$ cat config.mk
export PLATFORM = sky130hd
export DESIGN_NAME = gmii_tx_top
export DESIGN_NICKNAME = d
export VERILOG_FILES = /design/src/hdl/gmii_types_pkg.sv /design/src/hdl/tx_ctrl_pkg.sv /design/src/hdl/crc32_gen.sv /design/src/hdl/gmii_tx_framer.sv /design/src/hdl/tx_config_regs.sv /design/src/hdl/gmii_tx_top.sv
export VERILOG_INCLUDE_DIRS = /design/src /design/src/hdl
export SDC_FILE = /design/constraint.sdc
export NUM_CORES = 1
export LEC_CHECK = 0
export ABC_AREA = 1
export BUFFER_PORTS_ARGS = -buffer_cell sky130_fd_sc_hd__buf_2
export CAP_MARGIN = 40
export CORE_MARGIN = 2
export CORE_UTILIZATION = 35
export CTS_CLUSTER_SIZE = 24
export DETAILED_ROUTE_END_ITERATION = 10
export PLACE_DENSITY_LB_ADDON = 0.25
export SETUP_SLACK_MARGIN = 0.2
export SLEW_MARGIN = 20
export SYNTH_ARGS = -nofsm -noshare
export SYNTH_HDL_FRONTEND = slang
export SYNTH_SLANG_ARGS = --single-unit
$ cat constraint.sdc
create_clock -name GMII_GTX_CLK_int -period 2.2 [get_ports GMII_GTX_CLK_int]
set_input_delay 0.44 -clock GMII_GTX_CLK_int [delete_from_list [all_inputs] [get_ports GMII_GTX_CLK_int]]
set_output_delay 0.44 -clock GMII_GTX_CLK_int [all_outputs]
set_load 0.01 [all_outputs]
$ cat src/hdl/gmii_defs.svh
`ifndef GMII_DEFS_SVH
`define GMII_DEFS_SVH

// Frame layout on the GMII line
`define GMII_PREAMBLE_LEN  16'd7     // 0x55 bytes ahead of the SFD
`define GMII_PREAMBLE_BYTE 8'h55
`define GMII_SFD           8'hD5     // Start-of-frame delimiter

// Smallest payload after padding, so that 60 + FCS gives a 64 byte frame
`define GMII_MIN_PAYLOAD   16'd60

`define GMII_FCS_LEN       16'd4     // Sent LSB first

// Lowest interframe gap the register block will store, in clocks
`define GMII_IFG_MIN       8'd12

// Ethernet CRC-32, bit reversed form for LSB-first shifting
`define CRC32_POLY         32'hEDB88320
`define CRC32_INIT         32'hFFFFFFFF

// The line carries the complement of the CRC register

`endif

$ cat src/hdl/gmii_types_pkg.sv
package gmii_types_pkg;

   // One byte of the input stream
   typedef struct packed
   {
      logic [7:0] data;
      logic       last;      // Final payload byte of the frame
   } tx_byte_t;

   // Registered GMII transmit pins
   typedef struct packed
   {
      logic [7:0] txd;
      logic       tx_en;
      logic       tx_er;
   } gmii_out_t;

   // Framer sequence, one line byte per clock in every state but IDLE and GAP
   typedef enum logic [2:0]
   {
      IDLE,
      PREAMBLE,
      SFD,
      PAYLOAD,
      PAD,
      FCS,
      GAP
   } framer_state_e;

endpackage

$ cat src/hdl/tx_ctrl_pkg.sv
package tx_ctrl_pkg;

   typedef enum logic [1:0]
   {
      REG_CTRL      = 2'd0,  // Bit 0 enable, bit 1 pad_en
      REG_IFG       = 2'd1,
      REG_FRAMES    = 2'd2,  // Write clears
      REG_UNDERRUNS = 2'd3   // Write clears
   } reg_addr_e;

   // Host side of the four-phase port
   typedef struct packed
   {
      logic        req;
      logic        we;
      reg_addr_e   addr;
      logic [15:0] wdata;
   } cfg_req_t;

   typedef struct packed
   {
      logic        ack;
      logic [15:0] rdata;    // Valid while ack is high
   } cfg_rsp_t;

   // Settings steering the framer
   typedef struct packed
   {
      logic       enable;
      logic       pad_en;
      logic [7:0] ifg_len;   // Gap length in clocks
   } tx_cfg_t;

endpackage

$ cat src/hdl/crc32_gen.sv
`timescale 1ns/100ps
`include "gmii_defs.svh"

module crc32_gen
  (
   input  logic        GMII_GTX_CLK_int,
   input  logic        reset_i,
   input  logic        crc_clear_i,
   input  logic        crc_update_i,
   input  logic [7:0]  crc_byte_i,
   output logic [31:0] crc_value_o
   );

   logic [31:0] crc_q;

   // Fold one byte in, LSB first, as the bits go out on the wire
   function automatic logic [31:0] crc_step(input logic [31:0] crc_in,
                                            input logic [7:0]  data);
      logic [31:0] c;
      c = crc_in ^ {24'd0, data};
      for (int i = 0; i < 8; i++)
         c = c[0] ? ((c >> 1) ^ `CRC32_POLY) : (c >> 1);
      return c;
   endfunction

   always_ff @(posedge GMII_GTX_CLK_int)
   begin
      if (reset_i)
         crc_q <= `CRC32_INIT;
      else if (crc_clear_i)
         crc_q <= `CRC32_INIT;     // Start of a new frame
      else if (crc_update_i)
         crc_q <= crc_step(crc_q, crc_byte_i);
   end

   // Raw register, framer inverts it for the FCS
   assign crc_value_o = crc_q;

endmodule

$ cat src/hdl/gmii_tx_framer.sv
`timescale 1ns/100ps
`include "gmii_defs.svh"

module gmii_tx_framer
  (
   input  logic                      GMII_GTX_CLK_int,
   input  logic                      reset_i,
   input  tx_ctrl_pkg::tx_cfg_t      cfg_i,
   input  gmii_types_pkg::tx_byte_t  tx_in_i,
   input  logic                      tx_valid_i,
   output logic                      tx_ready_o,
   output logic                      crc_clear_o,
   output logic                      crc_update_o,
   output logic [7:0]                crc_byte_o,
   input  logic [31:0]               crc_value_i,
   output gmii_types_pkg::gmii_out_t gmii_o,
   output logic                      frame_done_o,
   output logic                      underrun_o
   );

   import gmii_types_pkg::*;

   framer_state_e state_q, state_d;
   logic [15:0]   cnt_q, cnt_d;     // Preamble, payload, FCS or gap position
   gmii_out_t     line_d;           // Unregistered line word
   logic [31:0]   fcs;
   logic [15:0]   gap_last;

   assign fcs = ~crc_value_i;

   // The IDLE clock before the next preamble is part of the gap
   assign gap_last = {8'd0, cfg_i.ifg_len} - 16'd2;

   always_comb
   begin
      state_d      = state_q;
      cnt_d        = cnt_q;
      line_d       = '0;
      tx_ready_o   = 1'b0;
      crc_clear_o  = 1'b0;
      crc_update_o = 1'b0;
      crc_byte_o   = 8'h00;
      frame_done_o = 1'b0;
      underrun_o   = 1'b0;

      case (state_q)
         IDLE:
         begin
            cnt_d = '0;
            if (cfg_i.enable && tx_valid_i)
               state_d = PREAMBLE;   // Enable only looked at here
         end

         PREAMBLE:
         begin
            line_d.tx_en = 1'b1;
            line_d.txd   = `GMII_PREAMBLE_BYTE;
            cnt_d        = cnt_q + 16'd1;
            if (cnt_q == `GMII_PREAMBLE_LEN - 16'd1)
            begin
               state_d = SFD;
               cnt_d   = '0;
            end
         end

         SFD:
         begin
            line_d.tx_en = 1'b1;
            line_d.txd   = `GMII_SFD;
            crc_clear_o  = 1'b1;
            state_d      = PAYLOAD;
         end

         PAYLOAD:
         begin
            tx_ready_o   = 1'b1;
            line_d.tx_en = 1'b1;
            if (tx_valid_i)
            begin
               line_d.txd   = tx_in_i.data;
               crc_update_o = 1'b1;
               crc_byte_o   = tx_in_i.data;
               cnt_d        = cnt_q + 16'd1;   // Bytes taken so far
               if (tx_in_i.last)
               begin
                  if (cfg_i.pad_en && (cnt_d < `GMII_MIN_PAYLOAD))
                     state_d = PAD;
                  else
                  begin
                     state_d = FCS;
                     cnt_d   = '0;
                  end
               end
            end
            else
            begin
               // Source ran dry, poison the frame and skip the FCS
               line_d.tx_er = 1'b1;
               underrun_o   = 1'b1;
               state_d      = GAP;
               cnt_d        = '0;
            end
         end

         PAD:
         begin
            line_d.tx_en = 1'b1;               // Zero data from the default
            crc_update_o = 1'b1;
            cnt_d        = cnt_q + 16'd1;
            if (cnt_q == `GMII_MIN_PAYLOAD - 16'd1)
            begin
               state_d = FCS;
               cnt_d   = '0;
            end
         end

         FCS:
         begin
            line_d.tx_en = 1'b1;
            line_d.txd   = fcs[{cnt_q[1:0], 3'b000} +: 8];   // LSB first
            cnt_d        = cnt_q + 16'd1;
            if (cnt_q == `GMII_FCS_LEN - 16'd1)
            begin
               frame_done_o = 1'b1;
               state_d      = GAP;
               cnt_d        = '0;
            end
         end

         GAP:
         begin
            cnt_d = cnt_q + 16'd1;
            if (cnt_q >= gap_last)
               state_d = IDLE;
         end

         default:
            state_d = IDLE;
      endcase
   end

   always_ff @(posedge GMII_GTX_CLK_int)
   begin
      if (reset_i)
      begin
         state_q <= IDLE;
         cnt_q   <= '0;
         gmii_o  <= '0;
      end
      else
      begin
         state_q <= state_d;
         cnt_q   <= cnt_d;
         gmii_o  <= line_d;      // Output flops next to the pins
      end
   end

endmodule

$ cat src/hdl/tx_config_regs.sv
`timescale 1ns/100ps
`include "gmii_defs.svh"

module tx_config_regs
  (
   input  logic                  GMII_GTX_CLK_int,
   input  logic                  reset_i,
   input  tx_ctrl_pkg::cfg_req_t cfg_req_i,
   output tx_ctrl_pkg::cfg_rsp_t cfg_rsp_o,
   output tx_ctrl_pkg::tx_cfg_t  cfg_o,
   input  logic                  frame_done_i,
   input  logic                  underrun_i
   );

   import tx_ctrl_pkg::*;

   logic        access;        // New request, not yet acknowledged
   logic        wr;
   logic        wr_frames;
   logic        wr_underruns;
   logic [15:0] frames_q;
   logic [15:0] underruns_q;
   logic [15:0] rdata;

   // Saturating count, a host write wins over an event
   function automatic logic [15:0] count_next(input logic [15:0] cnt,
                                              input logic        inc,
                                              input logic        clr);
      if (clr)
         return 16'd0;
      else if (inc && (cnt != 16'hFFFF))
         return cnt + 16'd1;
      else
         return cnt;
   endfunction

   assign access       = cfg_req_i.req && !cfg_rsp_o.ack;
   assign wr           = access && cfg_req_i.we;
   assign wr_frames    = wr && (cfg_req_i.addr == REG_FRAMES);
   assign wr_underruns = wr && (cfg_req_i.addr == REG_UNDERRUNS);

   always_comb
   begin
      case (cfg_req_i.addr)
         REG_CTRL:      rdata = {14'd0, cfg_o.pad_en, cfg_o.enable};
         REG_IFG:       rdata = {8'd0, cfg_o.ifg_len};
         REG_FRAMES:    rdata = frames_q;
         REG_UNDERRUNS: rdata = underruns_q;
         default:       rdata = 16'd0;
      endcase
   end

   always_ff @(posedge GMII_GTX_CLK_int)
   begin
      if (reset_i)
      begin
         cfg_rsp_o   <= '0;
         cfg_o       <= '{enable: 1'b0, pad_en: 1'b1, ifg_len: `GMII_IFG_MIN};
         frames_q    <= '0;
         underruns_q <= '0;
      end
      else
      begin
         if (access)
         begin
            cfg_rsp_o.ack   <= 1'b1;
            cfg_rsp_o.rdata <= rdata;
         end
         else if (!cfg_req_i.req)
            cfg_rsp_o.ack <= 1'b0;        // Host has let go of req

         if (wr && (cfg_req_i.addr == REG_CTRL))
         begin
            cfg_o.enable <= cfg_req_i.wdata[0];
            cfg_o.pad_en <= cfg_req_i.wdata[1];
         end
         if (wr && (cfg_req_i.addr == REG_IFG))
         begin
            if (cfg_req_i.wdata < {8'd0, `GMII_IFG_MIN})
               cfg_o.ifg_len <= `GMII_IFG_MIN;
            else if (cfg_req_i.wdata[15:8] != 8'd0)
               cfg_o.ifg_len <= 8'hFF;     // Field is only 8 bits wide
            else
               cfg_o.ifg_len <= cfg_req_i.wdata[7:0];
         end

         frames_q    <= count_next(frames_q, frame_done_i, wr_frames);
         underruns_q <= count_next(underruns_q, underrun_i, wr_underruns);
      end
   end

endmodule

$ cat src/hdl/gmii_tx_top.sv
`timescale 1ns/100ps

module gmii_tx_top
  (
   input  logic                      GMII_GTX_CLK_int,
   input  logic                      reset_i,

   // Host register port
   input  tx_ctrl_pkg::cfg_req_t     cfg_req_i,
   output tx_ctrl_pkg::cfg_rsp_t     cfg_rsp_o,

   // Byte stream in
   input  gmii_types_pkg::tx_byte_t  tx_in_i,
   input  logic                      tx_valid_i,
   output logic                      tx_ready_o,

   // Registered GMII transmit pins
   output gmii_types_pkg::gmii_out_t gmii_o
   );

   import tx_ctrl_pkg::*;

   tx_cfg_t     cfg;
   logic        frame_done;
   logic        underrun;
   logic        crc_clear;
   logic        crc_update;
   logic [7:0]  crc_byte;
   logic [31:0] crc_value;

   tx_config_regs regs
     (.GMII_GTX_CLK_int (GMII_GTX_CLK_int),
      .reset_i          (reset_i),
      .cfg_req_i        (cfg_req_i),
      .cfg_rsp_o        (cfg_rsp_o),
      .cfg_o            (cfg),
      .frame_done_i     (frame_done),
      .underrun_i       (underrun));

   gmii_tx_framer framer
     (.GMII_GTX_CLK_int (GMII_GTX_CLK_int),
      .reset_i          (reset_i),
      .cfg_i            (cfg),
      .tx_in_i          (tx_in_i),
      .tx_valid_i       (tx_valid_i),
      .tx_ready_o       (tx_ready_o),
      .crc_clear_o      (crc_clear),
      .crc_update_o     (crc_update),
      .crc_byte_o       (crc_byte),
      .crc_value_i      (crc_value),
      .gmii_o           (gmii_o),
      .frame_done_o     (frame_done),
      .underrun_o       (underrun));

   crc32_gen crc
     (.GMII_GTX_CLK_int (GMII_GTX_CLK_int),
      .reset_i          (reset_i),
      .crc_clear_i      (crc_clear),
      .crc_update_i     (crc_update),
      .crc_byte_i       (crc_byte),
      .crc_value_o      (crc_value));

endmodule

==> run_summary.xml <==
<?xml version="1.0" encoding="UTF-8"?>
<metrics>
  <group name="cts">
    <metric name="cts_buffers" unit="">17</metric>
    <metric name="root_buffer" unit="">clkbuf_16</metric>
    <metric name="tritoncts" unit="">built</metric>
    <metric name="htreeDepth" unit="">4</metric>
    <metric name="path_clk_slew" unit="ns">0.06</metric>
    <metric name="clock_path_buffers" unit="">2</metric>
    <metric name="cts_num_sinks" unit="">120</metric>
    <metric name="clock_insertion_delay_at_the_later_pin_of_the_skew_report" unit="ns">0.43</metric>
  </group>
  <group name="critical_path">
    <metric name="critical_path_buf_inv_count" unit="">2</metric>
    <metric name="cp-start-kind" unit="">flop</metric>
    <metric name="critPathKind" unit="">reg2reg</metric>
    <metric name="path_delay_family" unit="">simple AND/OR/NAND/NOR gates</metric>
    <metric name="worstPathRequired" unit="ns">2.51</metric>
    <metric name="cp.depth" unit="">14</metric>
    <metric name="timing.critical_path.cells" unit="">nor2_4 &gt; nand4_1 &gt; nor2_2 &gt; nand2_4 &gt; buf_6 &gt; ha_4 &gt; a21oi_1 &gt; o21ai_0 &gt; a21oi_2 &gt; nand4_1 &gt; nand2_2 &gt; inv_2 &gt; o21ai_1 &gt; nor2_1</metric>
    <metric name="cpPeakStageDelay" unit="ns">0.36</metric>
    <metric name="crit_slowest_cell" unit="">dfxtp_4</metric>
    <metric name="reg2reg_slack" unit="ns">-0.08</metric>
    <metric name="endpoint_kind" unit="">flop</metric>
    <metric name="timing.critical_path.fanout_max" unit="">8</metric>
    <metric name="worst-endpoint-arrival" unit="ns">2.58</metric>
    <metric name="critical_path.endpoint" unit="">framer.state_q[2]</metric>
    <metric name="crit-reg2reg-capture" unit="">framer.state_q[2]</metric>
    <metric name="critPathLaunch" unit="">regs.cfg_o[3]</metric>
    <metric name="r2r-start" unit="">regs.cfg_o[3]</metric>
    <metric name="crit_top_cell" unit="">nand4_1</metric>
    <metric name="timing.reg2reg.worst_path_depth" unit="">14</metric>
  </group>
  <group name="routing">
    <metric name="drt-wirelength-per-cell" unit="um">14.8</metric>
    <metric name="post-route-drc-count" unit="">0</metric>
    <metric name="routed_wl" unit="um">24300</metric>
    <metric name="via_count" unit="">8228</metric>
    <metric name="final_antenna_net_count" unit="">0</metric>
    <metric name="drt_pass1_iterations" unit="">5</metric>
    <metric name="drt-initial-drc-count" unit="">549</metric>
    <metric name="routed_via_density" unit="">5.03</metric>
  </group>
  <group name="run_status">
    <metric name="outcome" unit="">finished with violations</metric>
    <metric name="failed_checks" unit="">negative setup slack</metric>
  </group>
  <group name="yosys">
    <metric name="synth_warnings" unit="">0</metric>
    <metric name="synth_top_area_cell" unit="">dfxtp_1</metric>
    <metric name="synth_seq_cells" unit="">120</metric>
    <metric name="postSynthNetCount" unit="">1231</metric>
    <metric name="synth_top_cell_area_share" unit="%">31.8</metric>
    <metric name="seq_area_frac_synth" unit="%">31.8</metric>
    <metric name="netlist_area" unit="sq um">7550</metric>
    <metric name="ys_types" unit="">41</metric>
    <metric name="postSynthCellCount" unit="">1178</metric>
    <metric name="synth.top_cells.by_area" unit="">dfxtp_1 32%, nand2_1 17%, inv_1 7.9%</metric>
    <metric name="post_synth.cell_area_avg" unit="sq um">6.41</metric>
  </group>
  <group name="power_and_ir_drop">
    <metric name="power.density" unit="nW/um^2">1040</metric>
    <metric name="p_leak" unit="nW">4.66</metric>
    <metric name="ir_drop" unit="mV">0.602</metric>
  </group>
  <group name="global_route">
    <metric name="track_usage" unit="%">21.5</metric>
    <metric name="grt_remaining_overflow" unit="">0</metric>
    <metric name="grt_start_max_net_pins" unit="">39</metric>
    <metric name="number_of_global_route_vias_before_repair" unit="">7654</metric>
    <metric name="grt_use_met2" unit="%">35.2</metric>
    <metric name="globalRouteMet1Util" unit="%">29.6</metric>
    <metric name="wire_length_of_the_first_global_routing_pass" unit="um">38400</metric>
    <metric name="grt_antenna_before_repair" unit="">0</metric>
    <metric name="gr-max-usage-layer" unit="">met2</metric>
    <metric name="gr-usage-met3" unit="%">3.31</metric>
  </group>
  <group name="timing">
    <metric name="worst_slack" unit="ns">-0.0757</metric>
    <metric name="final.setup_skew" unit="ns">0.0126</metric>
    <metric name="timing_hold_violations_final" unit="">0</metric>
    <metric name="final.hold.worst_slack" unit="ns">0.243</metric>
    <metric name="period_share" unit="%">103</metric>
    <metric name="timing.setup.tns" unit="ns">-0.133</metric>
    <metric name="setup_violations" unit="">3</metric>
    <metric name="fmax" unit="MHz">439</metric>
    <metric name="fin_crit" unit="ns">2.28</metric>
    <metric name="drv_slew" unit="">0</metric>
    <metric name="worstMarginPinSlew" unit="ns">0.578</metric>
    <metric name="rsz0062_at_grt" unit="">true</metric>
    <metric name="maxSlewHeadroom" unit="%">61.1</metric>
  </group>
  <group name="floorplanning">
    <metric name="fp.dieArea" unit="sq um">22800</metric>
    <metric name="fp.dieW" unit="um">151</metric>
    <metric name="die_y" unit="um">151</metric>
    <metric name="design.core.area" unit="sq um">21100</metric>
    <metric name="top_level_ports" unit="">60</metric>
    <metric name="placement_rows" unit="">53</metric>
    <metric name="initial_utilization" unit="%">35.8</metric>
  </group>
  <group name="place">
    <metric name="post-dp-hpwl" unit="um">17600</metric>
    <metric name="place_worst_setup_slack" unit="ns">-0.119</metric>
    <metric name="placement.io_buffers" unit="">59</metric>
    <metric name="globalplace.congestion" unit="">0.870</metric>
  </group>
  <group name="final_layout">
    <metric name="flow.area_growth_from_synthesis" unit="%">35.4</metric>
    <metric name="most_used_cells_in_the_layout_excluding_fill_and_tap_cells" unit="">299 x nand2_1, 141 x inv_1, 109 x buf_4</metric>
    <metric name="design.final.nets" unit="">1402</metric>
    <metric name="layout.cells.most_common" unit="">nand2_1</metric>
    <metric name="drive_above_1_share" unit="%">26.7</metric>
    <metric name="diodes" unit="">0</metric>
  </group>
  <group name="run">
    <metric name="drv.max_cap_violation_count" unit="">0</metric>
  </group>
  <group name="hold_path">
    <metric name="hold_path_class" unit="">in2reg</metric>
  </group>
</metrics>
[registers in the layout, summed over array words and instances, names as in the netlist]
signal            flops
regs.cfg_o           10
framer.cnt_q         16
regs.underruns_q     16
framer.gmii_o        10
framer.state_q        3
regs.cfg_rsp_o       17
crc.crc_value_o      32
regs.frames_q        16
[cell families after synthesis]
family	after synthesis	synth area share, %
XOR/XNOR	43	5.64
adder cells (fa/ha/maj)	21	3.48
AND/OR/NAND/NOR	591	33.3
AO/OA/AOI/OAI	211	15.8
flip-flops	120	31.8
buffers and inverters	192	9.98
[worst min path at each step]
stage,from,to,slack (ns),cells past startpoint
floorplan,regs.underruns_q[9],regs.underruns_q[9],0.45,2
global placement,regs.cfg_rsp_o[4],regs.cfg_rsp_o[4],0.45,2
detailed placement,regs.cfg_rsp_o[2],regs.cfg_rsp_o[2],0.46,2
CTS,cfg_req_i[19],regs.cfg_rsp_o[16],0.23,3
global route,cfg_req_i[19],regs.cfg_rsp_o[16],0.27,3
finish,cfg_req_i[19],regs.cfg_rsp_o[16],0.24,3
[cells in the mapped netlist]
library cell / count
nand2_1: 339
inv_1: 158
dfxtp_1: 120
nor2_1: 100
a21oi_1: 86
nand3_1: 75
o21ai_0: 71
xor2_1: 32
nor3_1: 27
clkbuf_1: 24
ha_1: 21
nand4_1: 19
o211ai_1: 17
o221ai_1: 10
nand3b_1: 8
nor4_1: 8
nand2_2: 7
a211oi_1: 6
o21bai_1: 6
xnor2_1: 6
a31oi_1: 4
o22ai_1: 4
inv_2: 3
nor2_4: 3
xor2_2: 3
a21o_1: 2
clkbuf_8: 2
clkinv_1: 2
o21ai_1: 2
or2_2: 2
a21boi_0: 1
a221oi_1: 1
buf_2: 1
buf_4: 1
buf_6: 1
nand2_4: 1
nand3_4: 1
nor2_2: 1
o31ai_1: 1
xnor2_2: 1
xor2_4: 1
[metal layers]
layer | wire (um) | up-vias | part of all wire, %
li1 | - | 4184 | -
met1 | 11400 | 3839 | 47
met2 | 11400 | 180 | 47
met3 | 1160 | 25 | 4.8
met4 | 362 | 0 | 1.5
met5 | 0 | - | 0
[metrics by stage]
step	instance area [sq um]	total power, mW	instances	util (%)
after floorplan	7570	5.55	1178	-
after global placement	8740	6.96	1571	41.5
after detailed placement	8750	6.98	1572	41.5
after CTS	9600	9.95	1615	45.5
after global routing	10200	11.4	1637	48.4
final	10200	10.6	1637	48.4
[repair_timing]
| action | in CTS | in global routing |
|---|---|---|
| hold buffers | 0 | 0 |
| pin swaps | 8 | 23 |
| endpoints found under the hold margin | 0 | 0 |
| gates resized for setup | 43 | 131 |
| setup buffers | 11 | 21 |
| setup endpoints to repair | 36 | 61 |
| cloned | 0 | 1 |
[final cells by class]
| class | instances | area, sq um |
|---|---|---|
| clock buffer | 17 | 425 |
| clock inverter | 15 | 166 |
| fill | 2180 | 10900 |
| inverter | 163 | 626 |
| multi-input combinational | 866 | 4930 |
| sequential | 120 | 2430 |
| tap | 275 | 344 |
| timing repair buffer | 181 | 1290 |
[worst min-delay path: cells and delay by family]
kind	cells	cell delay (ns)
buf+inv	2	0.12
simple gates	1	0.07
[where the power goes]
group | internal (mW) | leakage (nW) | total (mW) | switching, mW
sequential | 2.52 | 0.982 | 2.83 | 0.316
clock | 1.69 | 0.282 | 2.85 | 1.16
combinational | 2.02 | 3.40 | 4.96 | 2.94
total | 6.23 | 4.66 | 10.6 | 4.41
Power figures use the tool's default switching activity.
